## src/include/proc_config.svh

```systemverilog
////////////////////////////////////////
// Build-wide sizes for the execution back end
// Include wherever a size is needed
////////////////////////////////////////

`ifndef PROC_CONFIG_SVH
`define PROC_CONFIG_SVH

// Integer data width
`define XLEN 32

// Raw RV32 instruction word carried on the instruction bus
`define INST_BUS_W 32

// Instruction queue entries, power of two (2, 4 or 8)
`define INST_QUEUE_DEPTH 4

// Data RAM size in words, the word index wraps on this depth
`define DMEM_DEPTH 256

`endif

```

## src/source/proc_pkg.sv

```systemverilog
////////////////////////////////////////
// Types and RV32I encodings shared by the back end
////////////////////////////////////////

`include "proc_config.svh"

package proc_pkg;

    typedef logic [`XLEN-1:0]       xlen_t;
    typedef logic [`INST_BUS_W-1:0] inst_t;
    typedef logic [4:0]             reg_addr_t;
    typedef logic [6:0]             opcode_t;

    // Major opcodes handled here
    localparam opcode_t R_ARITH = 7'b0110011;
    localparam opcode_t I_ARITH = 7'b0010011;
    localparam opcode_t LOAD    = 7'b0000011;
    localparam opcode_t STORE   = 7'b0100011;

    // ALU funct3 codes
    localparam logic [2:0] F3_ADD_SUB = 3'b000;
    localparam logic [2:0] F3_SLL     = 3'b001;
    localparam logic [2:0] F3_SLT     = 3'b010;
    localparam logic [2:0] F3_SLTU    = 3'b011;
    localparam logic [2:0] F3_XOR     = 3'b100;
    localparam logic [2:0] F3_SRL_SRA = 3'b101;
    localparam logic [2:0] F3_OR      = 3'b110;
    localparam logic [2:0] F3_AND     = 3'b111;

    // Width code of LW and SW
    localparam logic [2:0] F3_WORD    = 3'b010;

    // Load/store sequencer
    typedef enum logic [1:0] {
        IDLE,
        READ,
        DONE
    } lsu_state_t;

endpackage

```

## src/source/proc_inst_queue.sv

```systemverilog
////////////////////////////////////////
// Instruction FIFO between the input stage and dispatch
// Head is valid one cycle after a push, no bypass
////////////////////////////////////////

`timescale 1ns/1ps

`include "proc_config.svh"

module proc_inst_queue
    import proc_pkg::*;
(
    input  logic  aclk,
    input  logic  aresetn,
    input  logic  i_push,
    input  inst_t i_data,
    output logic  o_full,
    input  logic  i_pull,
    output inst_t o_data,
    output logic  o_empty
);

    localparam int DEPTH = `INST_QUEUE_DEPTH;
    localparam int AW    = $clog2(DEPTH);

    inst_t       mem [DEPTH];
    logic [AW:0] wr_ptr;
    logic [AW:0] rd_ptr;
    logic        do_push;
    logic        do_pull;

    ////////////////////////////////////////
    // Status from pointer compare
    ////////////////////////////////////////

    // Same slot, opposite wrap bit means every entry is taken
    assign o_full  = (wr_ptr[AW] != rd_ptr[AW]) &&
                     (wr_ptr[AW-1:0] == rd_ptr[AW-1:0]);
    assign o_empty = (wr_ptr == rd_ptr);

    assign do_push = i_push && !o_full;
    assign do_pull = i_pull && !o_empty;

    ////////////////////////////////////////
    // Pointers and storage
    ////////////////////////////////////////

    always_ff @(posedge aclk or negedge aresetn) begin
        if (!aresetn) begin
            wr_ptr <= '0;
        end else if (do_push) begin
            wr_ptr <= wr_ptr + 1'b1;
        end
    end

    always_ff @(posedge aclk or negedge aresetn) begin
        if (!aresetn) begin
            rd_ptr <= '0;
        end else if (do_pull) begin
            rd_ptr <= rd_ptr + 1'b1;
        end
    end

    always_ff @(posedge aclk) begin
        if (do_push) begin
            mem[wr_ptr[AW-1:0]] <= i_data;
        end
    end

    assign o_data = mem[rd_ptr[AW-1:0]];

endmodule

```

## config.mk

```make
export PLATFORM = sky130hd
export DESIGN_NAME = proc_inst_queue
export DESIGN_NICKNAME = d
export VERILOG_FILES = /design/src/source/proc_pkg.sv /design/src/source/proc_inst_queue.sv
export VERILOG_INCLUDE_DIRS = /design/src /design/src/include
export SDC_FILE = /design/constraint.sdc
export NUM_CORES = 1
export LEC_CHECK = 0
export BUFFER_PORTS_ARGS = -buffer_cell sky130_fd_sc_hd__buf_2
export CAP_MARGIN = 10
export CORE_UTILIZATION = 30
export CTS_BUF_LIST = sky130_fd_sc_hd__clkbuf_8
export DETAILED_ROUTE_END_ITERATION = 8
export SETUP_SLACK_MARGIN = 0.5
export SYNTH_ARGS = -nofsm -noshare
export SYNTH_HDL_FRONTEND = slang
export SYNTH_SLANG_ARGS = --single-unit
```

## constraint.sdc

```tcl
create_clock -name aclk -period 2.2 [get_ports aclk]
set_clock_uncertainty 0.2 [all_clocks]
set_input_delay 0.44 -clock aclk [delete_from_list [all_inputs] [get_ports aclk]]
set_output_delay 0.44 -clock aclk [all_outputs]
set_load 0.005 [all_outputs]
```

==> implementation parameters <==
Parameter                              Value

Critical path
  Reg-to-reg slack, setup ... -30 ps
  Crit path max fanout ... 6
  Required arrival time at the worst endpoint ... 1560 ps
  Critical path startpoint category ... flip-flop
  Launch point of the critical path ... rd_ptr[0]
  Category of the most critical setup path ... flip-flop to output pin
  Worst Path Arrival ... 1850 ps
  Origin of the critical flop-to-flop path ... rd_ptr[1]
  Terminus of the critical flop-to-flop path ... mem[2][17]
  Critical Path Sink Type ... output pin
  Count of cells along the worst register-to-register path ... 10

Floorplan
  Area of the core ... 16600 um^2
  Chip Height ... 133 um
  Number of placement rows ... 47
  Die X-Extent ... 133 um
  Area of the die ... 17600 um^2
  Initial Utilization ... 30.9%
  I/O pin cnt ... 70

CTS
  Clock sink count ... 134
  CTS tree ... done
  Root cell of the clock tree ... sky130_fd_sc_hd__clkbuf_8
  Latest clock arrival within the worst-skew pair ... 450 ps
  Total number of H-tree levels ... 4
  Clock-pin slew reported for the worst setup and hold paths after clock tree synthesis ... 80 ps
  Max Root-Sink Buffers ... 2
  Number of clock buffers inserted by TritonCTS ... 17

Pwr
  Sequential share of power ... 35.0%
  Net Switching ... 3.15 mW
  Worst-case vdd ir drop ... 0.000546 V
  Ratio of total power to cell area ... 1350 nW/um^2
  Clock Power Share ... 19.6%
  Combinational share of power ... 45.4%
  Cell-internal power ... 7.25 mW
  Leakage power total ... 2.74 nW
  Switching part of the total ... 30.3%

Synthesis
  Top cells by area in the synthesized netlist ... sky130_fd_sc_hd__edfxtp_1 (75%), sky130_fd_sc_hd__mux4_2 (14%), sky130_fd_sc_hd__dfrtp_1 (2.9%)
  Share of the yosys chip area belonging to registers ... 77.8%
  Cell type with the highest aggregate area in the netlist ... sky130_fd_sc_hd__edfxtp_1
  Commonest register cell after synthesis ... sky130_fd_sc_hd__edfxtp_1
  Top cell type's share of synthesized area ... 74.8%
  Post-Synthesis Mean Instance Area ... 23.8 um^2
  Number of nets in the synthesized netlist ... 257
  Flip-flop and latch count after synthesis ... 134
  Total number of yosys warnings ... 0
  Synthesized instance count ... 216
  Post-synth EDFFs ... 128
  Cell variety after synth ... 28
  Netlist area before placement ... 5140 um^2
  Ys async rst share ... 4.48%

Global route
  Wire length of the first global-routing pass ... 18000 um
  Via count of the first global-routing pass ... 3048
  Number of antenna violations at the first check in global routing ... 0
  Maximum number of pins on one net before global-route repair ... 20
  Overall routing resource usage ... 14.5%
  Overflow left after global routing ... 0

Timing
  Unrepaired setup endpoints after global routing ... yes
  Final Max Slew Viols ... 0
  Tightest hold margin ... 154 ps
  Actual slew at the worst max-slew pin ... 630 ps
  Hold violation count in the final report ... 0
  Maximum achievable frequency ... 401 MHz
  Number of setup violations in the final report ... 62
  Time the worst path needs with I/O delays and setup ... 2490 ps
  Rel. slew slack ... 57.7%
  Part of the cycle the worst path needs ... 113%
  Worst path setup slack after routing ... -294 ps

Final layout
  Leading cell type in the layout, fill and taps excluded ... sky130_fd_sc_hd__edfxtp_1
  Commonest non-fill, non-tap cells in the layout ... sky130_fd_sc_hd__edfxtp_1 (128), sky130_fd_sc_hd__buf_2 (67), sky130_fd_sc_hd__dlygate4sd3_1 (33)
  Antenna cell count ... 0
  Final standard cell count with taps included and fillers excluded ... 630
  Number of nets in the layout ... 440
  Finished Core Util ... 46.3%
  Share of post-route cells with drive strength above 1 ... 55.6%
  Area Growth Syn to Fin ... 50.1%

Place
  HPWL after detailed placement ... 5950 um
  Routability-driven placement congestion ratio ... 0.763
  Placed cell count ... 507
  Number of I/O port buffers ... 69

Route
  Via-per-instance ratio ... 4.57
  Iter 0 DRT Violations ... 79
  DRC violations left ... 0
  Overall via count from detail_route ... 2878
  Avg WL per Cell ... 19.7 um
  Number of antenna-violating nets in the routed design ... 0
  Total length of routed wires ... 12400 um
  Initial DRT Pass Iterations ... 4

Min path
  Hold Path Class ... input port to async pin

Run status
  Result of the run ... finished with violations
  Violations in the final reports ... setup timing

Run
  Max-cap violations ... 0
cell type report:
type	instances	area (um^2)
Sequential cell	134	4000
Tap cell	220	275
Fill cell	1414	8930
Clock inverter	13	159
Timing Repair Buffer	169	1760
Multi-Input combinational cell	73	1260
Inverter	4	17.5
Clock buffer	17	234
per-layer routing:
layer  GRT usage [%]  up-vias  share of wire (%)
li1                -     1282                  -
met1            17.3     1509                 42
met2            24.9       70                 53
met3            4.18       17                3.5
met4            5.49        0                1.6
met5               0        -                  0
what timing repair did:
| item | CTS | global route |
|---|---|---|
| buffers inserted | 33 | 12 |
| gates cloned | 11 | 4 |
| hold endpoints to repair | 128 | 1 |
| gates resized for setup | 27 | 30 |
| hold buffers | 32 | 1 |
| endpoints found under the setup margin | 164 | 166 |
| pin swaps | 7 | 8 |
power groups by stage:
stage | Combinational (mW) | Sequential [mW] | Clock (mW)
5_1_grt | 5.02 | 3.69 | 2.20
3_5_place_dp | 2.76 | 3.71 | 0
2_1_floorplan | 1.80 | 3.59 | 0
4_1_cts | 4.07 | 3.64 | 2.10
6_report | 4.72 | 3.64 | 2.03
3_3_place_gp | 2.75 | 3.68 | 0
through the flow:
stage | setup slack [ps] | setup TNS [ps] | total power [mW] | cell area, um^2
floorplan | 236 | 0 | 5.40 | 5180
global placement | 106 | 0 | 6.42 | 5860
detailed placement | 81.4 | 0 | 6.46 | 5860
CTS | -314 | -9550 | 9.81 | 7360
global route | -383 | -13980 | 10.9 | 7710
finish | -294 | -9440 | 10.4 | 7710
worst max-delay path by stage:
stage	end	slack, ps	cells past startpoint
detailed placement	o_data[23]	80	3
global route	o_data[1]	-380	4
CTS	o_data[29]	-310	4
finish	o_data[3]	-290	3
floorplan	mem[3][0]	240	3
global placement	o_data[30]	110	3
sequential cells by signal, indices dropped and copies added (netlist names):
signal	count
mem	128
rd_ptr	3
wr_ptr	3
cells by family after synthesis:
logic type | synth area share, %
buf+inv | 1.34
xor+xnor | 2.12
simple gates | 1.27
fa+ha+maj | 1.22
compound gates | 2.27
flops | 77.8
mux | 14.0
critical path, stage by stage (launching register included):
cell and delay (ps):
sky130_fd_sc_hd__dfrtp_2 460, sky130_fd_sc_hd__bufbuf_16 310, sky130_fd_sc_hd__mux4_2 500, sky130_fd_sc_hd__buf_2 140
synthesized netlist by cell type, types with 2 or more instances:
library cell	instances
sky130_fd_sc_hd__xnor2_1	3
sky130_fd_sc_hd__xor2_2	2
sky130_fd_sc_hd__a21oi_1	4
sky130_fd_sc_hd__o31ai_1	2
sky130_fd_sc_hd__and3_1	3
sky130_fd_sc_hd__edfxtp_1	128
sky130_fd_sc_hd__nand2b_1	2
sky130_fd_sc_hd__mux4_2	32
sky130_fd_sc_hd__o31ai_2	2
sky130_fd_sc_hd__inv_1	4
sky130_fd_sc_hd__buf_2	4
sky130_fd_sc_hd__xor2_1	2
sky130_fd_sc_hd__xnor2_2	2
sky130_fd_sc_hd__buf_4	3
sky130_fd_sc_hd__dfrtp_1	6
sky130_fd_sc_hd__ha_1	5
No activity file was read; power rests on OpenSTA's default activity.
