--- src/include/proc_config.svh ---
////////////////////////////////////////
// Build-wide sizes for the execution back end
// Include wherever a size is needed
////////////////////////////////////////

`ifndef PROC_CONFIG_SVH
`define PROC_CONFIG_SVH

// Integer data width
`define XLEN 32

// Raw RV32 instruction word carried on the instruction bus
`define INST_BUS_W 32

// Instruction queue entries, power of two (2, 4 or 8)
`define INST_QUEUE_DEPTH 4

// Data RAM size in words, the word index wraps on this depth
`define DMEM_DEPTH 256

`endif

--- src/source/proc_pkg.sv ---
////////////////////////////////////////
// Types and RV32I encodings shared by the back end
////////////////////////////////////////

`include "proc_config.svh"

package proc_pkg;

    typedef logic [`XLEN-1:0]       xlen_t;
    typedef logic [`INST_BUS_W-1:0] inst_t;
    typedef logic [4:0]             reg_addr_t;
    typedef logic [6:0]             opcode_t;

    // Major opcodes handled here
    localparam opcode_t R_ARITH = 7'b0110011;
    localparam opcode_t I_ARITH = 7'b0010011;
    localparam opcode_t LOAD    = 7'b0000011;
    localparam opcode_t STORE   = 7'b0100011;

    // ALU funct3 codes
    localparam logic [2:0] F3_ADD_SUB = 3'b000;
    localparam logic [2:0] F3_SLL     = 3'b001;
    localparam logic [2:0] F3_SLT     = 3'b010;
    localparam logic [2:0] F3_SLTU    = 3'b011;
    localparam logic [2:0] F3_XOR     = 3'b100;
    localparam logic [2:0] F3_SRL_SRA = 3'b101;
    localparam logic [2:0] F3_OR      = 3'b110;
    localparam logic [2:0] F3_AND     = 3'b111;

    // Width code of LW and SW
    localparam logic [2:0] F3_WORD    = 3'b010;

    // Load/store sequencer
    typedef enum logic [1:0] {
        IDLE,
        READ,
        DONE
    } lsu_state_t;

endpackage

--- src/source/proc_alu.sv ---
////////////////////////////////////////
// Integer ALU for the OP and OP-IMM groups
// Result lands on the write port one cycle after dispatch
////////////////////////////////////////

`timescale 1ns/1ps

`include "proc_config.svh"

module proc_alu
    import proc_pkg::*;
(
    input  logic      aclk,
    input  logic      aresetn,
    input  logic      i_valid,
    output logic      o_ready,
    input  inst_t     i_instbus,
    output reg_addr_t o_rs1_addr,
    output reg_addr_t o_rs2_addr,
    input  xlen_t     i_rs1_val,
    input  xlen_t     i_rs2_val,
    output logic      o_rd_wr,
    output reg_addr_t o_rd_addr,
    output xlen_t     o_rd_val
);

    opcode_t    opcode;
    logic [2:0] funct3;
    logic [6:0] funct7;
    xlen_t      imm;
    xlen_t      op2;
    logic [4:0] shamt;
    logic       sub_op;
    logic       arith_shift;
    xlen_t      result;
    logic       rd_wr_q;

    assign opcode     = i_instbus[6:0];
    assign funct3     = i_instbus[14:12];
    assign funct7     = i_instbus[31:25];
    assign o_rs1_addr = i_instbus[19:15];
    assign o_rs2_addr = i_instbus[24:20];

    // Second operand is rs2 or the sign-extended I-immediate
    assign imm         = {{(`XLEN-12){i_instbus[31]}}, i_instbus[31:20]};
    assign op2         = (opcode == R_ARITH) ? i_rs2_val : imm;
    assign shamt       = op2[4:0];
    // SUB has no immediate form
    assign sub_op      = (opcode == R_ARITH) && funct7[5];
    assign arith_shift = funct7[5];

    always_comb begin
        case (funct3)
            F3_ADD_SUB: result = sub_op ? i_rs1_val - op2 : i_rs1_val + op2;
            F3_SLL:     result = i_rs1_val << shamt;
            F3_SLT:     result = xlen_t'($signed(i_rs1_val) < $signed(op2));
            F3_SLTU:    result = xlen_t'(i_rs1_val < op2);
            F3_XOR:     result = i_rs1_val ^ op2;
            F3_SRL_SRA: result = arith_shift ? xlen_t'($signed(i_rs1_val) >>> shamt)
                                             : i_rs1_val >> shamt;
            F3_OR:      result = i_rs1_val | op2;
            default:    result = i_rs1_val & op2;
        endcase
    end

    ////////////////////////////////////////
    // Write-back register
    ////////////////////////////////////////

    always_ff @(posedge aclk or negedge aresetn) begin
        if (!aresetn) begin
            rd_wr_q <= 1'b0;
        end else begin
            rd_wr_q <= i_valid;
        end
    end

    always_ff @(posedge aclk) begin
        if (i_valid) begin
            o_rd_addr <= i_instbus[11:7];
            o_rd_val  <= result;
        end
    end

    // No new work while a write is still pending
    assign o_ready = !rd_wr_q;
    assign o_rd_wr = rd_wr_q;

endmodule

--- config.mk ---
export PLATFORM = sky130hd
export DESIGN_NAME = proc_alu
export DESIGN_NICKNAME = d
export VERILOG_FILES = /design/src/source/proc_pkg.sv /design/src/source/proc_alu.sv
export VERILOG_INCLUDE_DIRS = /design/src /design/src/include
export SDC_FILE = /design/constraint.sdc
export NUM_CORES = 1
export LEC_CHECK = 0
export ABC_AREA = 0
export BUFFER_PORTS_ARGS = -buffer_cell sky130_fd_sc_hd__buf_2
export CORE_MARGIN = 4
export CORE_UTILIZATION = 35
export CTS_BUF_LIST = sky130_fd_sc_hd__clkbuf_8
export CTS_CLUSTER_DIAMETER = 100
export DETAILED_ROUTE_END_ITERATION = 10
export PLACE_DENSITY = 0.58
export SYNTH_ARGS = -nofsm -noshare
export SYNTH_HDL_FRONTEND = slang
export SYNTH_SLANG_ARGS = --single-unit
--- constraint.sdc ---
create_clock -name aclk -period 1.79 [get_ports aclk]
set_clock_uncertainty 0.15 [all_clocks]
set_input_delay 0.537 -clock aclk [delete_from_list [all_inputs] [get_ports aclk]]
set_output_delay 0.537 -clock aclk [all_outputs]
set_load 0.01 [all_outputs]
==> summary.txt <==
CTS
  • CTS max path bufs: 2
  • Clk sinks: 38
  • Num CTS Buffers: 5
  • CTS Root Cell: clkbuf_8
  • Max H-tree Level: 2
  • CTS tree: yes
  • Worst-path clk slew: 0.09 ns

Power and ir drop
  • Int Power: 4351 µW
  • Worst VDD drop: 282.3 µV
  • Lkg Pwr: 0.008213 µW
  • Power Dens Cells: 436.9 nW/µm²
  • Net Sw Power: 3489 µW
  • Seq pwr share: 14.4%
  • Clk pwr share: 13.0%
  • Combinational Power Share: 72.6%
  • Switch share: 44.50%

STA
  • Slew margin rel.: 48.85%
  • Final Hold Vio Count: 0
  • Unrepaired setup endpoints after global routing: yes
  • Final Setup Violations: 32
  • Pin slew with the least headroom to its limit: 0.7592 ns
  • Setup WS post-layout: -2.530 ns
  • Pins over their slew limit: 0
  • Min Clock Period, post-route: 4.320 ns
  • Fin crit share: 241.4%
  • Max Fclk: 231.5 MHz

Logic synthesis
  • Cell count after synthesis: 1527
  • Sequential area share after synthesis: 10.44%
  • #FFs+latches synth: 38
  • Yosys top cell area share: 10.35%
  • Post-Syn Area: 10880 µm²
  • Post-synth EDFFs: 37
  • Cell taking the most area after synthesis: ha_1
  • Netlist cell types: 91
  • Ys flop type: edfxtp_1
  • Ys Warns: 0
  • Synth async-reset ratio: 2.632%
  • Most area-consuming cells after synthesis: ha_1, edfxtp_1, mux2i_1
  • Syn nets: 1717
  • Syn_area_per_cell: 7.125 µm²

Worst setup path
  • Crit path from: i_instbus[2]
  • CP required: 1.72 ns
  • WS Path Type: primary input to register
  • CP max-delay cell: or3b_4
  • Worst Path Arrival: 4.26 ns
  • Crit path capture: o_rd_val[31]$_DFFE_PP_
  • Max incr delay on CP: 0.41 ns
  • Delay-heaviest family, CP: simple AND/OR/NAND/NOR gates
  • Crit path max fanout: 6
  • Crit path buf inv count: 3
  • Worst Setup End Kind: register
  • Critical path depth: 16
  • Cell-by-cell trace of the critical path: buf_8, or3b_4, nor2_4, buf_12, a21o_1, inv_2, ha_4, or3_4, or3b_4, a31oi_4, nand2_2, o31ai_4, o31ai_4, o41a_1, or4_1, a31o_1
  • CP Launch Type: primary input

Layout
  • Synthesis-to-layout area growth: 64.96%
  • Non-filler cells in the finished layout: 2541
  • Reg area: 1136 µm²
  • # fillers: 2927
  • Most frequent cells in the layout: buf_4, nand2_1, buf_2, nor2_1, a21oi_1
  • Antenna diodes: 0
  • Layout cells sized above 1: 46.85%
  • Final Instance Area: 17950 µm²
  • Commonest non-fill, non-tap cell in the layout: buf_4
  • Total Nets Final: 2334
  • Multi-input gate area: 10100 µm²

Floorplan
  • Core area: 30590 µm²
  • Die height: 184.3 µm
  • Initial Util: 35.57%
  • Die area: 33970 µm²
  • Num ports: 148
  • Die Wd: 184.3 µm
  • Std cell rows: 64

Place
  • Post-Place Worst Slack: -3.075 ns
  • Number of instances in the placed design: 2467
  • DP HPWL: 51090 µm
  • I/O Buffers: 137
  • Placed Area: 15890 µm²
  • Final GP Congestion: 0.9981

GRT
  • Largest net degree at the start of global routing: 60
  • Vias in the first global route: 14.69k
  • Total track usage: 35.85%
  • First-pass GRT wire length: 91670 µm
  • GRT overflow: 0
  • Antenna violations before repair: 2

Route
  • DRT Pass-1 Iters: 5
  • DR vias: 15.02k
  • Routed Antenna Nets: 0
  • Starting DRT DRC Count: 1522
  • DR WL/cell: 25.03 µm
  • DR DRC count: 0
  • Total wire length: 63610 µm
  • DR vias/cell: 5.911

Min path
  • Hold WC Path Type: primary input to register
  • Hold depth: 1

Run status
  • Failing checks: setup timing
  • Outcome: finished, violations left

Flow run
  • Max_cap viols: 0
## per-layer routing
metal / wire (µm) / global-route usage [%]
met1: 25170 / 45.68
met2: 29050 / 58.68
met3: 5218 / 5.644
met4: 4136 / 18.40
met5: 27 / 0
## power groups by stage
stage	combinational [µW]	clock (µW)	sequential [µW]
floorplan	2350	0	1200
global placement	4830	0	1150
detailed placement	4840	0	1150
CTS	5380	1030	1130
global route	6000	1060	1140
finish	5690	1020	1130
## what timing repair did
| action | 4_1_cts | 5_1_grt |
|---|---|---|
| hold buffers | 1 | 0 |
| gates cloned | 3 | 0 |
| setup endpoints to repair | 32 | 32 |
| pin swaps | 118 | 63 |
| setup buffers | 57 | 17 |
| hold endpoints to repair | 1 | 0 |
| gates resized for setup | 207 | 71 |
## cells by family (layout without fill, tap and decap cells)
group	count (synthesis)	in the layout	share of synthesized area (%)
buffers and inverters	238	856	8.879
adders and majority gates	91	91	10.53
DFF	38	38	10.44
muxes	124	124	14.85
xor gates and xnor gates	24	24	1.932
and+or+nand+nor	472	472	19.83
AOI/OAI and AO/OA	540	540	33.54
## Yosys cell counts (all sizes together), types with 9 or more instances
master,instances
o22a,11
buf,47
a221oi,10
mux2i,86
o21ai,109
a21o,38
a22oi,14
mux4,29
o211ai,34
o22ai,17
o311ai,10
a21oi,125
ha,90
clkbuf,84
o31ai,14
nor3,30
a31oi,28
nor2,146
a211oi,26
o21bai,9
nor4,11
a22o,10
nand2,149
nand4,11
xnor2,18
nor2b,14
nand2b,26
mux2,9
edfxtp,37
nand3,53
inv,105
## area by class of cell
| class | instances | share of cell area, % |
|---|---|---|
| clock buffers | 6 | 0.4602 |
| inverters | 107 | 2.364 |
| clock inverters | 2 | 0.3347 |
| flip-flops and latches | 38 | 6.331 |
| well taps | 396 | 2.761 |
| repair buffers | 741 | 31.46 |
| multi-input cells | 1251 | 56.28 |
## registers in the layout, summed over array words and instances, names as in the netlist
| signal | flops |
|---|---|
| o_rd_addr | 5 |
| o_rd_val | 32 |
| o_rd_wr | 1 |
## how the worst min path moves through the flow
stage | to | slack, ns | startpoint
global route | o_rd_addr[2]$_DFFE_PP_ | 0.23 | i_instbus[9]
CTS | o_rd_addr[4]$_DFFE_PP_ | 0.22 | i_instbus[11]
detailed placement | o_rd_wr$_DFF_PN0_ | 0.16 | aresetn
floorplan | o_rd_wr$_DFF_PN0_ | 0.09 | aresetn
finish | o_rd_addr[4]$_DFFE_PP_ | 0.24 | i_instbus[11]
global placement | o_rd_wr$_DFF_PN0_ | 0.16 | aresetn
## metrics by stage
| step | utilization, % | setup TNS (ns) | hold WS (ns) | total power, µW |
|---|---|---|---|---|
| after detailed placement | 51.95 | -83.86 | 0.1648 | 5992 |
| after floorplan | - | -75.13 | 0.09141 | 3558 |
| after global routing | 58.67 | -76.21 | 0.2259 | 8197 |
| after global placement | 51.95 | -82.91 | 0.1624 | 5980 |
| final | 58.67 | -72.72 | 0.2377 | 7840 |
| after CTS | 57.17 | -68.39 | 0.2205 | 7540 |
No activity file was read; power rests on OpenSTA's default activity.
