<file path="config.mk">
export PLATFORM = sky130hd
export DESIGN_NAME = proc_inst_pipe
export DESIGN_NICKNAME = d
export VERILOG_FILES = /design/src/source/proc_pkg.sv /design/src/source/proc_inst_pipe.sv
export VERILOG_INCLUDE_DIRS = /design/src /design/src/include
export SDC_FILE = /design/constraint.sdc
export NUM_CORES = 1
export LEC_CHECK = 0
export BUFFER_PORTS_ARGS = -buffer_cell sky130_fd_sc_hd__buf_2
export CAP_MARGIN = 25
export CORE_AREA = 5 5 51 75
export DETAILED_ROUTE_END_ITERATION = 8
export DIE_AREA = 0 0 56 80
export MAX_ROUTING_LAYER = met4
export PLACE_DENSITY = 0.73
export SYNTH_ARGS = -nofsm -noshare
export SYNTH_HDL_FRONTEND = slang
export SYNTH_SLANG_ARGS = --single-unit
</file>
<file path="constraint.sdc">
create_clock -name aclk -period 2.2 [get_ports aclk]
set_input_delay 0.11 -clock aclk [delete_from_list [all_inputs] [get_ports aclk]]
set_output_delay 0.11 -clock aclk [all_outputs]
set_load 0.05 [all_outputs]
</file>
<file path="src/include/proc_config.svh">
////////////////////////////////////////
// Build-wide sizes for the execution back end
// Include wherever a size is needed
////////////////////////////////////////

`ifndef PROC_CONFIG_SVH
`define PROC_CONFIG_SVH

// Integer data width
`define XLEN 32

// Raw RV32 instruction word carried on the instruction bus
`define INST_BUS_W 32

// Instruction queue entries, power of two (2, 4 or 8)
`define INST_QUEUE_DEPTH 4

// Data RAM size in words, the word index wraps on this depth
`define DMEM_DEPTH 256

`endif

</file>
<file path="src/source/proc_pkg.sv">
////////////////////////////////////////
// Types and RV32I encodings shared by the back end
////////////////////////////////////////

`include "proc_config.svh"

package proc_pkg;

    typedef logic [`XLEN-1:0]       xlen_t;
    typedef logic [`INST_BUS_W-1:0] inst_t;
    typedef logic [4:0]             reg_addr_t;
    typedef logic [6:0]             opcode_t;

    // Major opcodes handled here
    localparam opcode_t R_ARITH = 7'b0110011;
    localparam opcode_t I_ARITH = 7'b0010011;
    localparam opcode_t LOAD    = 7'b0000011;
    localparam opcode_t STORE   = 7'b0100011;

    // ALU funct3 codes
    localparam logic [2:0] F3_ADD_SUB = 3'b000;
    localparam logic [2:0] F3_SLL     = 3'b001;
    localparam logic [2:0] F3_SLT     = 3'b010;
    localparam logic [2:0] F3_SLTU    = 3'b011;
    localparam logic [2:0] F3_XOR     = 3'b100;
    localparam logic [2:0] F3_SRL_SRA = 3'b101;
    localparam logic [2:0] F3_OR      = 3'b110;
    localparam logic [2:0] F3_AND     = 3'b111;

    // Width code of LW and SW
    localparam logic [2:0] F3_WORD    = 3'b010;

    // Load/store sequencer
    typedef enum logic [1:0] {
        IDLE,
        READ,
        DONE
    } lsu_state_t;

endpackage

</file>
<file path="src/source/proc_inst_pipe.sv">
////////////////////////////////////////
// Register stage on the incoming instruction bus
////////////////////////////////////////

`timescale 1ns/1ps

module proc_inst_pipe
    import proc_pkg::*;
(
    input  logic  aclk,
    input  logic  aresetn,
    input  logic  i_valid,
    output logic  o_ready,
    input  inst_t i_data,
    output logic  o_valid,
    input  logic  i_ready,
    output inst_t o_data
);

    logic  open_q;
    logic  valid_q;
    inst_t data_q;

    // Stage stays closed for the first cycle out of reset
    always_ff @(posedge aclk or negedge aresetn) begin
        if (!aresetn) begin
            open_q <= 1'b0;
        end else begin
            open_q <= 1'b1;
        end
    end

    // Room when empty or when the held word leaves this cycle
    assign o_ready = open_q && (!valid_q || i_ready);

    always_ff @(posedge aclk or negedge aresetn) begin
        if (!aresetn) begin
            valid_q <= 1'b0;
        end else if (o_ready) begin
            valid_q <= i_valid;
        end
    end

    always_ff @(posedge aclk) begin
        if (o_ready && i_valid) begin
            data_q <= i_data;
        end
    end

    assign o_valid = valid_q;
    assign o_data  = data_q;

endmodule

</file>
==> out/qor.log, run 1 <==
qor: placement.gp_congestion 0.672
qor: critical_path.critPathMaxFanout 4
qor: critical_path.cp.arrival 1.29 ns
qor: hold_path.hold-path-endpoint o_data[7]$_DFFE_PP_
qor: sta.achievable-frequency 0.717 GHz
qor: hold_path.worst_hold_path.num_cells 1
qor: global_routing.number_of_global_route_vias_before_repair 880
qor: cts.clockRootBuffer clkbuf_8
qor: cts.cts_inserted_buffers 5
qor: floorplan.row_count 25
qor: route.route.antenna.remaining_nets 0
qor: run.number_of_violations_of_the_max_capacitance_limit 0
qor: power.post-layout-total-power 1430 uW
qor: sta.slew_violations 0
qor: sta.period_share 63.4%
qor: floorplan.die_height 80 um
qor: power.static-leakage-power 0.000790 uW
qor: route.vias_per_cell 4.21
qor: critical_path.worstPathBufferInverterCount 1
qor: critical_path.critPathMaxStageDelay 0.44 ns
qor: sta.worst_setup_skew_after_layout 0.00334 ns
qor: critical_path.startpoint_type flip-flop
qor: placement.dpl.cell_count 152
qor: global_routing.grt_first_pass_wirelength 4150 um
qor: cts.cts_tree yes
qor: cts.cts.clk_slew.worst_paths 0.06 ns
qor: floorplan.die_w 56 um
qor: power.ir_worst_vdd 543 uV
qor: route.drt-wirelength-per-cell 14.3 um
qor: layout.layout.filler_cells 240
qor: global_routing.grt_start_max_net_pins 21
qor: layout.layout-drive-gt1-share 53.4%
qor: floorplan.dieArea 0.00448 sq mm
qor: critical_path.cp_cell_sequence a21boi_0, buf_2
qor: hold_path.min_from i_data[7]
qor: critical_path.critical_path.endpoint_type output port
qor: critical_path.worst_reg2reg_startpoint open_q$_DFF_PN0_
qor: global_routing.grtUsageTotal 13.2%
qor: critical_path.cp_data_required_time 2.09 ns
qor: global_routing.grt-ovfl-total 0
qor: critical_path.r2r_cells 3
qor: critical_path.critical_path.top_delay_family flip-flops
qor: floorplan.initial_utilization 33.8%
qor: power.powerDensity 775 mW/mm^2
qor: synth.yosys_warnings 0
qor: critical_path.endpoint_of_the_worst_register_to_register_path o_data[13]$_DFFE_PP_
qor: hold_path.hold_path.class in -> reg
qor: critical_path.path_class reg -> out
qor: sta.totalNegativeSetupSlack 0 ns
qor: cts.clock_latency 0.28 ns
qor: placement.io_buffers 69
qor: synth.synth.lib_cells_used.distinct 8
qor: synth.post_synthesis_instance_area 0.00105 sq mm
qor: sta.report.final.hold_viol_count 0
qor: sta.final_critical_period 1.40 ns
qor: layout.finalNonFillerCells 188
qor: outcome.result_of_the_run finished, final reports clean
qor: critical_path.timing.reg2reg.setup_slack 0.94 ns
qor: route.routed_wirelength 2690 um
qor: route.dr_total_vias 792
qor: layout.num_antenna_cells 0
qor: cts.clock_sink_count 34
qor: sta.grt_setup_unrepaired no
qor: cts.ctsHtreeMaxLevel 2
qor: critical_path.critical-path-slowest-cell dfrtp_1
qor: floorplan.core-area 0.00310 sq mm
qor: synth.netlist_instances 41
qor: synth.syn-num-nets 77
qor: sta.setup_viol 0
qor: layout.layout_area_growth_over_synthesis 75.7%
qor: layout.design.final.nets 183
qor: global_routing.grt_antenna_before_repair 0
qor: floorplan.top_level_ports 70
qor: layout.finalCoreUtilization 59.4%
qor: synth.synth-seq-area-share 96.5%
qor: cts.cts_setup_buffers 0
qor: synth.synth_seq_cells 34
qor: synth.postSynthAreaPerCell 25.5 sq um
qor: route.drt-initial-drc-count 15
qor: route.drt_first_pass_iters 4
qor: route.route.detailed.drc 0
qor: cts.worst_case_clock_buffer_depth 2
qor: cts.cts-resized-gates 0
[final cells by class]
class / count / area [sq um] / area share (%)
Clock buffer: 7 / 86.3 / 4.69
Clock inverter: 1 / 5.00 / 0.272
Inverter: 1 / 3.75 / 0.204
Multi-Input combinational cell: 6 / 43.8 / 2.38
Sequential cell: 34 / 1010 / 54.9
Tap cell: 40 / 50.0 / 2.72
Timing Repair Buffer: 99 / 641 / 34.8
[power breakdown]
group	internal [uW]	switching, uW	leakage, uW
Sequential	742	10.4	0.000320
Clock	252	205	0.0000482
Combinational	77.8	139	0.000422
Total	1070	355	0.000790
[logic make-up (layout without fill, tap and decap cells)]
group | Yosys count | in the layout | share of synthesized area, %
compound gates | 3 | 3 | 2.03
other cells | 1 | 1 | 0.358
simple gates | 2 | 2 | 0.717
flops | 34 | 34 | 96.5
buf+inv | 1 | 108 | 0.358
[placed cells by master, fill, tap and decap left out]
cell	Yosys	layout
a22o_1	1	1
dlygate4sd3_1	0	28
inv_1	1	1
clkbuf_8	0	6
edfxtp_1	32	32
buf_4	0	2
conb_1	1	1
a21oi_4	0	1
clkinv_2	0	1
buf_2	0	69
nand2_1	2	2
clkbuf_1	0	1
a21boi_0	1	1
dfrtp_1	2	2
[what timing repair did]
| action | 4_1_cts | 5_1_grt |
|---|---|---|
| hold buffers | 25 | 3 |
| endpoints found under the hold margin | 26 | 3 |
| setup endpoints to repair | 0 | 0 |
[state kept, by name, summed over array words and instances, names as in the netlist]
| name | cells |
|---|---|
| o_data | 32 |
| open_q | 1 |
| o_valid | 1 |
[worst max path at each step]
stage,start,to,cells past startpoint
6_report,o_valid$_DFFE_PN0P_,o_ready,2
5_1_grt,open_q$_DFF_PN0_,o_ready,2
4_1_cts,o_valid$_DFFE_PN0P_,o_ready,2
3_5_place_dp,open_q$_DFF_PN0_,o_data[12]$_DFFE_PP_,3
3_3_place_gp,open_q$_DFF_PN0_,o_data[4]$_DFFE_PP_,3
2_1_floorplan,o_valid$_DFFE_PN0P_,o_data[0]$_DFFE_PP_,1
[metal layers]
layer / global-route usage (%) / up-vias / wire (um)
met3: 5.50 / 7 / 237
met5: - / - / 0
met2: 24.9 / 47 / 1570
li1: - / 369 / -
met1: 11.2 / 369 / 838
met4: 4.99 / 0 / 44
[through the flow]
step	hold WS [ns]	instance area, sq um	worst slack (ns)
3_3_place_gp	-0.106	1470	1.04
3_5_place_dp	-0.104	1470	0.987
2_1_floorplan	-0.186	1050	0.168
5_1_grt	0.000195	1840	0.745
6_report	0.00693	1840	0.805
4_1_cts	0.00246	1810	0.850
[cells in the mapped netlist]
library cell	count	area share (%)
edfxtp_1	32	92
a22o_1	1	0.84
a21boi_0	1	0.72
inv_1	1	0.36
nand2_1	2	0.72
dfrtp_1	2	4.8
a21oi_1	1	0.48
conb_1	1	0.36
Note: power is estimated with default switching activity, not from simulation.
==> run 2: changes to the inputs <==
--- a/config.mk
+++ b/config.mk
@@ -6,13 +6,14 @@
 export SDC_FILE = /design/constraint.sdc
 export NUM_CORES = 1
 export LEC_CHECK = 0
+export ABC_AREA = 1
 export BUFFER_PORTS_ARGS = -buffer_cell sky130_fd_sc_hd__buf_2
 export CAP_MARGIN = 25
-export CORE_AREA = 5 5 51 75
+export CORE_AREA = 5 5 49 72
 export DETAILED_ROUTE_END_ITERATION = 8
-export DIE_AREA = 0 0 56 80
+export DIE_AREA = 0 0 54 77
 export MAX_ROUTING_LAYER = met4
-export PLACE_DENSITY = 0.73
+export PLACE_DENSITY = 0.76
 export SYNTH_ARGS = -nofsm -noshare
 export SYNTH_HDL_FRONTEND = slang
 export SYNTH_SLANG_ARGS = --single-unit
==> constraint.sdc (replaced) <==
create_clock -name aclk -period 1.3 [get_ports aclk]
set_input_delay 0.065 -clock aclk [delete_from_list [all_inputs] [get_ports aclk]]
set_output_delay 0.065 -clock aclk [all_outputs]
set_load 0.05 [all_outputs]
==> out/qor.log, run 2 <==
qor: synth.postSynthAreaPerCell 24.1 sq um [was 25.5 sq um]
qor: placement.gp_congestion 0.676 [was 0.672]
qor: cts.ctsHtreeMaxLevel 2 [unchanged]
qor: critical_path.cp_data_required_time 1.24 ns [was 2.09 ns]
qor: critical_path.path_class reg -> out [unchanged]
qor: sta.worst_setup_skew_after_layout 0.00509 ns [was 0.00334 ns]
qor: cts.cts-resized-gates 0 [unchanged]
qor: critical_path.critPathMaxFanout 3 [was 4]
qor: synth.netlist_instances 44 [was 41]
qor: synth.synth.lib_cells_used.distinct 7 [was 8]
qor: layout.layout_commonest_cell buf_2 [unchanged]
qor: critical_path.startpoint_type flip-flop [unchanged]
qor: layout.num_antenna_cells 0 [unchanged]
qor: sta.report.final.hold_viol_count 0 [unchanged]
qor: power.powerDensity 1260 mW/mm^2 [was 775 mW/mm^2]
qor: synth.dominant_cell_type_by_area_after_synthesis edfxtp_1 [unchanged]
qor: synth.synth-edff-count 32 [unchanged]
qor: floorplan.dieArea 0.00416 sq mm [was 0.00448 sq mm]
qor: critical_path.critical_path.endpoint_type output port [unchanged]
qor: critical_path.timing.reg2reg.setup_slack 0.12 ns [was 0.94 ns]
qor: sta.setup_viol 0 [unchanged]
qor: route.dr_total_vias 813 [was 792]
qor: power.post-layout-total-power 2410 uW [was 1430 uW]
qor: route.drt-wirelength-per-cell 14.1 um [was 14.3 um]
qor: layout.design.final.nets 191 [was 183]
qor: floorplan.core-area 0.00285 sq mm [was 0.00310 sq mm]
qor: critical_path.cp.arrival 1.13 ns [was 1.29 ns]
qor: floorplan.die_w 54 um [was 56 um]
qor: floorplan.die_height 77 um [was 80 um]
qor: layout.layout-drive-gt1-share 51.3% [was 53.4%]
qor: layout.finalCoreUtilization 67.0% [was 59.4%]
qor: synth.synth_seq_cells 34 [unchanged]
qor: outcome.result_of_the_run finished, final reports clean [unchanged]
qor: cts.worst_case_clock_buffer_depth 2 [unchanged]
qor: floorplan.top_level_ports 70 [unchanged]
qor: synth.postSynth.asyncResetShare 5.88% [unchanged]
qor: cts.cts_setup_buffers 0 [unchanged]
qor: placement.io_buffers 69 [unchanged]
qor: route.routed_wirelength 2760 um [was 2690 um]
qor: synth.synth-seq-area-share 95.5% [was 96.5%]
qor: route.vias_per_cell 4.17 [was 4.21]
qor: route.route.detailed.drc 0 [unchanged]
qor: cts.clockRootBuffer clkbuf_8 [unchanged]
qor: synth.post_synthesis_instance_area 0.00106 sq mm [was 0.00105 sq mm]
qor: cts.cts_inserted_buffers 5 [unchanged]
qor: synth.synthFlopType edfxtp_1 [unchanged]
qor: synth.synth.cells.most_frequent edfxtp_1, inv_1, nand2_1 [was edfxtp_1, dfrtp_1, nand2_1]
qor: cts.ctsHoldBuffers 33 [was 25]
qor: global_routing.grt_antenna_before_repair 0 [unchanged]
qor: route.route.antenna.remaining_nets 0 [unchanged]
qor: power.ir_worst_vdd 990 uV [was 543 uV]
qor: synth.synth_top_cells_by_area edfxtp_1, dfrtp_1, inv_1 [was edfxtp_1, dfrtp_1, a22o_1]
qor: placement.hpwlAfterDp 1900 um
qor: global_routing.grtUsageTotal 15.3% [was 13.2%]
qor: sta.achievable-frequency 0.840 GHz
qor: synth.cell_with_the_most_instances_after_synthesis edfxtp_1 [unchanged]
qor: cts.cts_tree yes [unchanged]
qor: synth.post_synth_top_area_share 90.8% [was 91.8%]
qor: layout.layout_common_cells buf_2, dlygate4sd3_1, edfxtp_1, clkbuf_8 [was buf_2, edfxtp_1, dlygate4sd3_1, clkbuf_8]
qor: cts.cts.clk_slew.worst_paths 0.06 ns [about the same]
qor: sta.period_share 91.6%
qor: route.drt-initial-drc-count 10 [was 15]
qor: synth.syn-num-nets 80 [was 77]
qor: cts.clock_latency 0.28 ns [about the same]
qor: floorplan.row_count 24 [was 25]
qor: global_routing.number_of_global_route_vias_before_repair 896 [was 880]
qor: global_routing.grt-ovfl-total 0 [unchanged]
qor: synth.yosys_warnings 0 [unchanged]
qor: sta.grt_setup_unrepaired no [unchanged]
qor: cts.clock_sink_count 34 [unchanged]
qor: global_routing.grt_start_max_net_pins 20 [was 21]
qor: run.number_of_violations_of_the_max_capacitance_limit 0 [unchanged]
qor: sta.slew_violations 0 [unchanged]
qor: hold_path.hold_path.class in -> reg [unchanged]
qor: layout.largest_register_ffs 32 [unchanged]
qor: floorplan.initial_utilization 37.1% [was 33.8%]
qor: layout.layout_area_growth_over_synthesis 80.5% [was 75.7%]
qor: route.drt_first_pass_iters 3 [was 4]
qor: global_routing.grt_first_pass_wirelength 4220 um [was 4150 um]
qor: sta.final_critical_period 1.19 ns
qor: power.static-leakage-power 0.000825 uW [was 0.000790 uW]
## run 2: cell types whose count changed in the layout (fill, tap and decap cells not counted), moves of 2 or more
cell and delta:
buf_12 +2, buf_4 -2, dlygate4sd3_1 +5, inv_1 +2
clkbuf_1 +2
## run 2: cells by family after synthesis
kind of cell	Yosys count	share of synthesized area, %
flops	34	95.5
simple gates	4	2.01
buf+inv	4	1.42
compound gates	1	0.709
other cells	1	0.354
## run 2: layout make-up
| class | instances | area [sq um] |
|---|---|---|
| Tap cell | 39 | 48.8 |
| Fill cell | 203 | 942 |
| Inverter | 4 | 18.8 |
| Timing Repair Buffer | 104 | 716 |
| Multi-Input combinational cell | 6 | 35.0 |
| Clock buffer | 8 | 80.1 |
| Sequential cell | 34 | 1010 |
## run 2: per-stage QoR
step / std cells / hold slack, ns / instance area (sq um) / setup WS, ns / setup TNS, ns
final: 195 / 0.0651 / 1910 / 0.109 / 0
after global routing: 195 / 0.0600 / 1910 / 0.0353 / 0
after CTS: 195 / 0.0520 / 1910 / 0.0953 / 0
after detailed placement: 154 / -0.148 / 1500 / 0.134 / 0
after global placement: 154 / -0.151 / 1500 / 0.178 / 0
after floorplan: 44 / -0.231 / 1070 / -0.220 / -7.05
## run 2: metal layers
layer	vias to the layer above	wire length, um	global-route usage [%]
met5	-	0	-
met4	0	148	9.73
met3	13	186	5.04
met2	34	1640	26.1
met1	384	780	13.6
li1	382	-	-
## run 2: where the power goes
group	internal, uW	switching, uW	total [uW]	leakage (uW)
Sequential	1260	16.1	1280	0.000320
Clock	379	329	709	0.0000395
Combinational	157	262	418	0.000466
Total	1800	607	2410	0.000825
## run 2: path summary, 6_finish.rpt
path                                        endpoint  cells after the start           startpoint
worst max-delay path                         o_ready                      4  o_valid$_DFFE_PN0P_
worst min-delay path             o_valid$_DFFE_PN0P_                      3              i_ready
worst max register to register  o_data[23]$_DFFE_PP_                      4  o_valid$_DFFE_PN0P_
worst min register to register   o_valid$_DFFE_PN0P_                      2     open_q$_DFF_PN0_
max in group asynchronous        o_valid$_DFFE_PN0P_                      2              aresetn
min in group asynchronous        o_valid$_DFFE_PN0P_                      2              aresetn
## run 2: critical path: stages, from the launching register on
cell,delay [ns]
dfrtp_2,0.42
nand2_2,0.08
nand2_1,0.05
inv_1,0.04
buf_2,0.25
==> run 3: changes to the inputs <==
==> constraint.sdc (replaced) <==
create_clock -name aclk -period 1.3 [get_ports aclk]
set_input_delay 0 -clock aclk [delete_from_list [all_inputs] [get_ports aclk]]
set_output_delay 0 -clock aclk [all_outputs]
set_load 0.05 [all_outputs]
==> out/qor.log, run 3 (same netlist as run 2, synthesis figures left out) <==
qor: outcome.result_of_the_run finished, final reports clean [unchanged]
qor: cts.cts_setup_buffers 0 [unchanged]
qor: layout.design.final.nets 192 [was 191]
qor: run.number_of_violations_of_the_max_capacitance_limit 0 [unchanged]
qor: critical_path.critical-path-slowest-cell dfrtp_2 [unchanged]
qor: cts.cts.clk_slew.worst_paths 0.06 ns [about the same]
qor: sta.final_critical_period 1.20 ns [was 1.19 ns]
qor: floorplan.core-area 0.00285 sq mm [unchanged]
qor: global_routing.grt_first_pass_wirelength 4310 um [was 4220 um]
qor: route.vias_per_cell 3.99 [was 4.17]
qor: power.powerDensity 1270 mW/mm^2 [was 1260 mW/mm^2]
qor: power.post-layout-total-power 2460 uW [was 2410 uW]
qor: critical_path.path_class reg -> reg [was reg -> out]
qor: critical_path.critical_path.top_delay_family flip-flops [unchanged]
qor: critical_path.critical_path.endpoint_type flip-flop [was output port]
qor: cts.cts-resized-gates 0 [unchanged]
qor: layout.num_antenna_cells 0 [unchanged]
qor: sta.setup_viol 0 [unchanged]
qor: floorplan.row_count 24 [unchanged]
qor: cts.ctsHtreeMaxLevel 2 [unchanged]
qor: layout.finalCoreUtilization 67.7% [was 67.0%]
qor: floorplan.die_w 54 um [unchanged]
qor: route.routed_wirelength 2830 um [was 2760 um]
qor: placement.gp_congestion 0.676 [about the same]
qor: cts.cts_tree yes [unchanged]
qor: critical_path.startpoint_type flip-flop [unchanged]
qor: layout.largest_register_ffs 32 [unchanged]
qor: critical_path.worst_reg2reg_startpoint o_valid$_DFFE_PN0P_ [unchanged]
qor: global_routing.grt_antenna_before_repair 0 [unchanged]
qor: layout.layout_area_growth_over_synthesis 82.4% [was 80.5%]
qor: critical_path.endpoint_of_the_worst_register_to_register_path o_data[28]$_DFFE_PP_ [was o_data[23]$_DFFE_PP_]
qor: route.dr_total_vias 783 [was 813]
qor: critical_path.critPathMaxFanout 19 [was 3]
qor: critical_path.timing.reg2reg.setup_slack 0.10 ns [was 0.12 ns]
qor: global_routing.grt-ovfl-total 0 [unchanged]
qor: layout.layout.filler_cells 208 [was 203]
qor: power.ir_worst_vdd 1000 uV [was 990 uV]
qor: sta.worst_setup_skew_after_layout 0.00561 ns [was 0.00509 ns]
qor: global_routing.grt_start_max_net_pins 20 [unchanged]
qor: sta.report.final.hold_viol_count 0 [unchanged]
qor: layout.layout_commonest_cell buf_2 [unchanged]
qor: critical_path.cp_cell_sequence nand2_2, nand3_2, clkinvlp_4, buf_12 [was nand2_2, nand2_1, inv_1, buf_2]
qor: route.drt-wirelength-per-cell 14.4 um [was 14.1 um]
qor: placement.io_buffers 69 [unchanged]
qor: critical_path.cp_data_required_time 1.28 ns [was 1.24 ns]
qor: global_routing.grtUsageTotal 15.5% [was 15.3%]
qor: cts.clockRootBuffer clkbuf_8 [unchanged]
qor: power.static-leakage-power 0.000835 uW [was 0.000825 uW]
qor: hold_path.hold_path.class in -> async [was in -> reg]
qor: critical_path.cp.arrival 1.18 ns [was 1.13 ns]
qor: layout.layout-drive-gt1-share 51.6% [was 51.3%]
qor: route.drt-initial-drc-count 6 [was 10]
qor: route.route.antenna.remaining_nets 0 [unchanged]
qor: cts.clock_latency 0.28 ns [about the same]
qor: sta.period_share 92.2% [was 91.6%]
qor: sta.achievable-frequency 0.835 GHz [was 0.840 GHz]
qor: placement.hpwlAfterDp 1870 um [was 1900 um]
qor: cts.worst_case_clock_buffer_depth 2 [unchanged]
qor: route.route.detailed.drc 0 [unchanged]
qor: critical_path.worstPathBufferInverterCount 2 [unchanged]
qor: cts.cts_inserted_buffers 5 [unchanged]
qor: floorplan.dieArea 0.00416 sq mm [unchanged]
qor: global_routing.number_of_global_route_vias_before_repair 903 [was 896]
qor: floorplan.initial_utilization 37.1% [unchanged]
qor: critical_path.r2r_cells 4 [unchanged]
qor: cts.clock_sink_count 34 [unchanged]
qor: route.drt_first_pass_iters 3 [unchanged]
qor: floorplan.die_height 77 um [unchanged]
qor: critical_path.critPathMaxStageDelay 0.42 ns [about the same]
qor: sta.grt_setup_unrepaired no [unchanged]
qor: layout.layout_common_cells buf_2, dlygate4sd3_1, edfxtp_1, clkbuf_8, inv_1 [was buf_2, dlygate4sd3_1, edfxtp_1, clkbuf_8]
qor: floorplan.top_level_ports 70 [unchanged]
qor: sta.slew_violations 0 [unchanged]
## run 3: per-stage QoR
stage,cells,cell area [sq um],hold WS (ns),setup TNS [ns],worst slack [ns]
final,196,1930,0.0316,0,0.102
after global routing,196,1930,0.0309,0,0.0421
after global placement,154,1500,-0.216,0,0.178
after detailed placement,154,1500,-0.211,0,0.139
after CTS,196,1930,0.00484,0,0.125
after floorplan,44,1070,-0.296,-7.05,-0.220
## run 3: report_power, final
| group | switching (uW) | leakage, uW | internal, uW |
|---|---|---|---|
| clock network | 329 | 0.0000455 | 431 |
| logic | 264 | 0.000470 | 158 |
| registers | 15.3 | 0.000320 | 1260 |
| total | 609 | 0.000835 | 1850 |
## run 3: layer usage
| layer | wire length [um] | track usage, % |
|---|---|---|
| met1 | 862 | 14.4 |
| met2 | 1740 | 27.2 |
| met3 | 153 | 4.46 |
| met4 | 72 | 7.73 |
| met5 | 0 | - |
## run 3: worst max path at each step
stage,start,to,slack (ns),cells past startpoint
final,o_valid$_DFFE_PN0P_,o_data[28]$_DFFE_PP_,0.10,4
after global routing,o_valid$_DFFE_PN0P_,o_data[28]$_DFFE_PP_,0.04,4
after CTS,o_valid$_DFFE_PN0P_,o_data[17]$_DFFE_PP_,0.12,4
after detailed placement,o_valid$_DFFE_PN0P_,o_data[7]$_DFFE_PP_,0.14,4
after global placement,o_valid$_DFFE_PN0P_,o_data[14]$_DFFE_PP_,0.18,4
after floorplan,o_valid$_DFFE_PN0P_,o_data[0]$_DFFE_PP_,-0.22,3
## run 3: worst reg2reg max path, cell delays in order (launching register included)
cell and delay (ns):
dfrtp_2 0.42, nand2_2 0.07, nand3_2 0.10, clkinvlp_4 0.14
buf_12 0.17
## run 3: layout make-up
type / instances / area (sq um) / area share [%]
clock buffer: 8 / 90.1 / 4.67
inverter: 4 / 18.8 / 0.972
multi-input combinational: 6 / 35.0 / 1.81
sequential: 34 / 1010 / 52.4
tap: 39 / 48.8 / 2.53
timing repair buffer: 105 / 726 / 37.6
## run 3: timing repair
item	CTS	global route
setup endpoints to repair	0	0
hold endpoints to repair	35	0
hold buffers	34	0
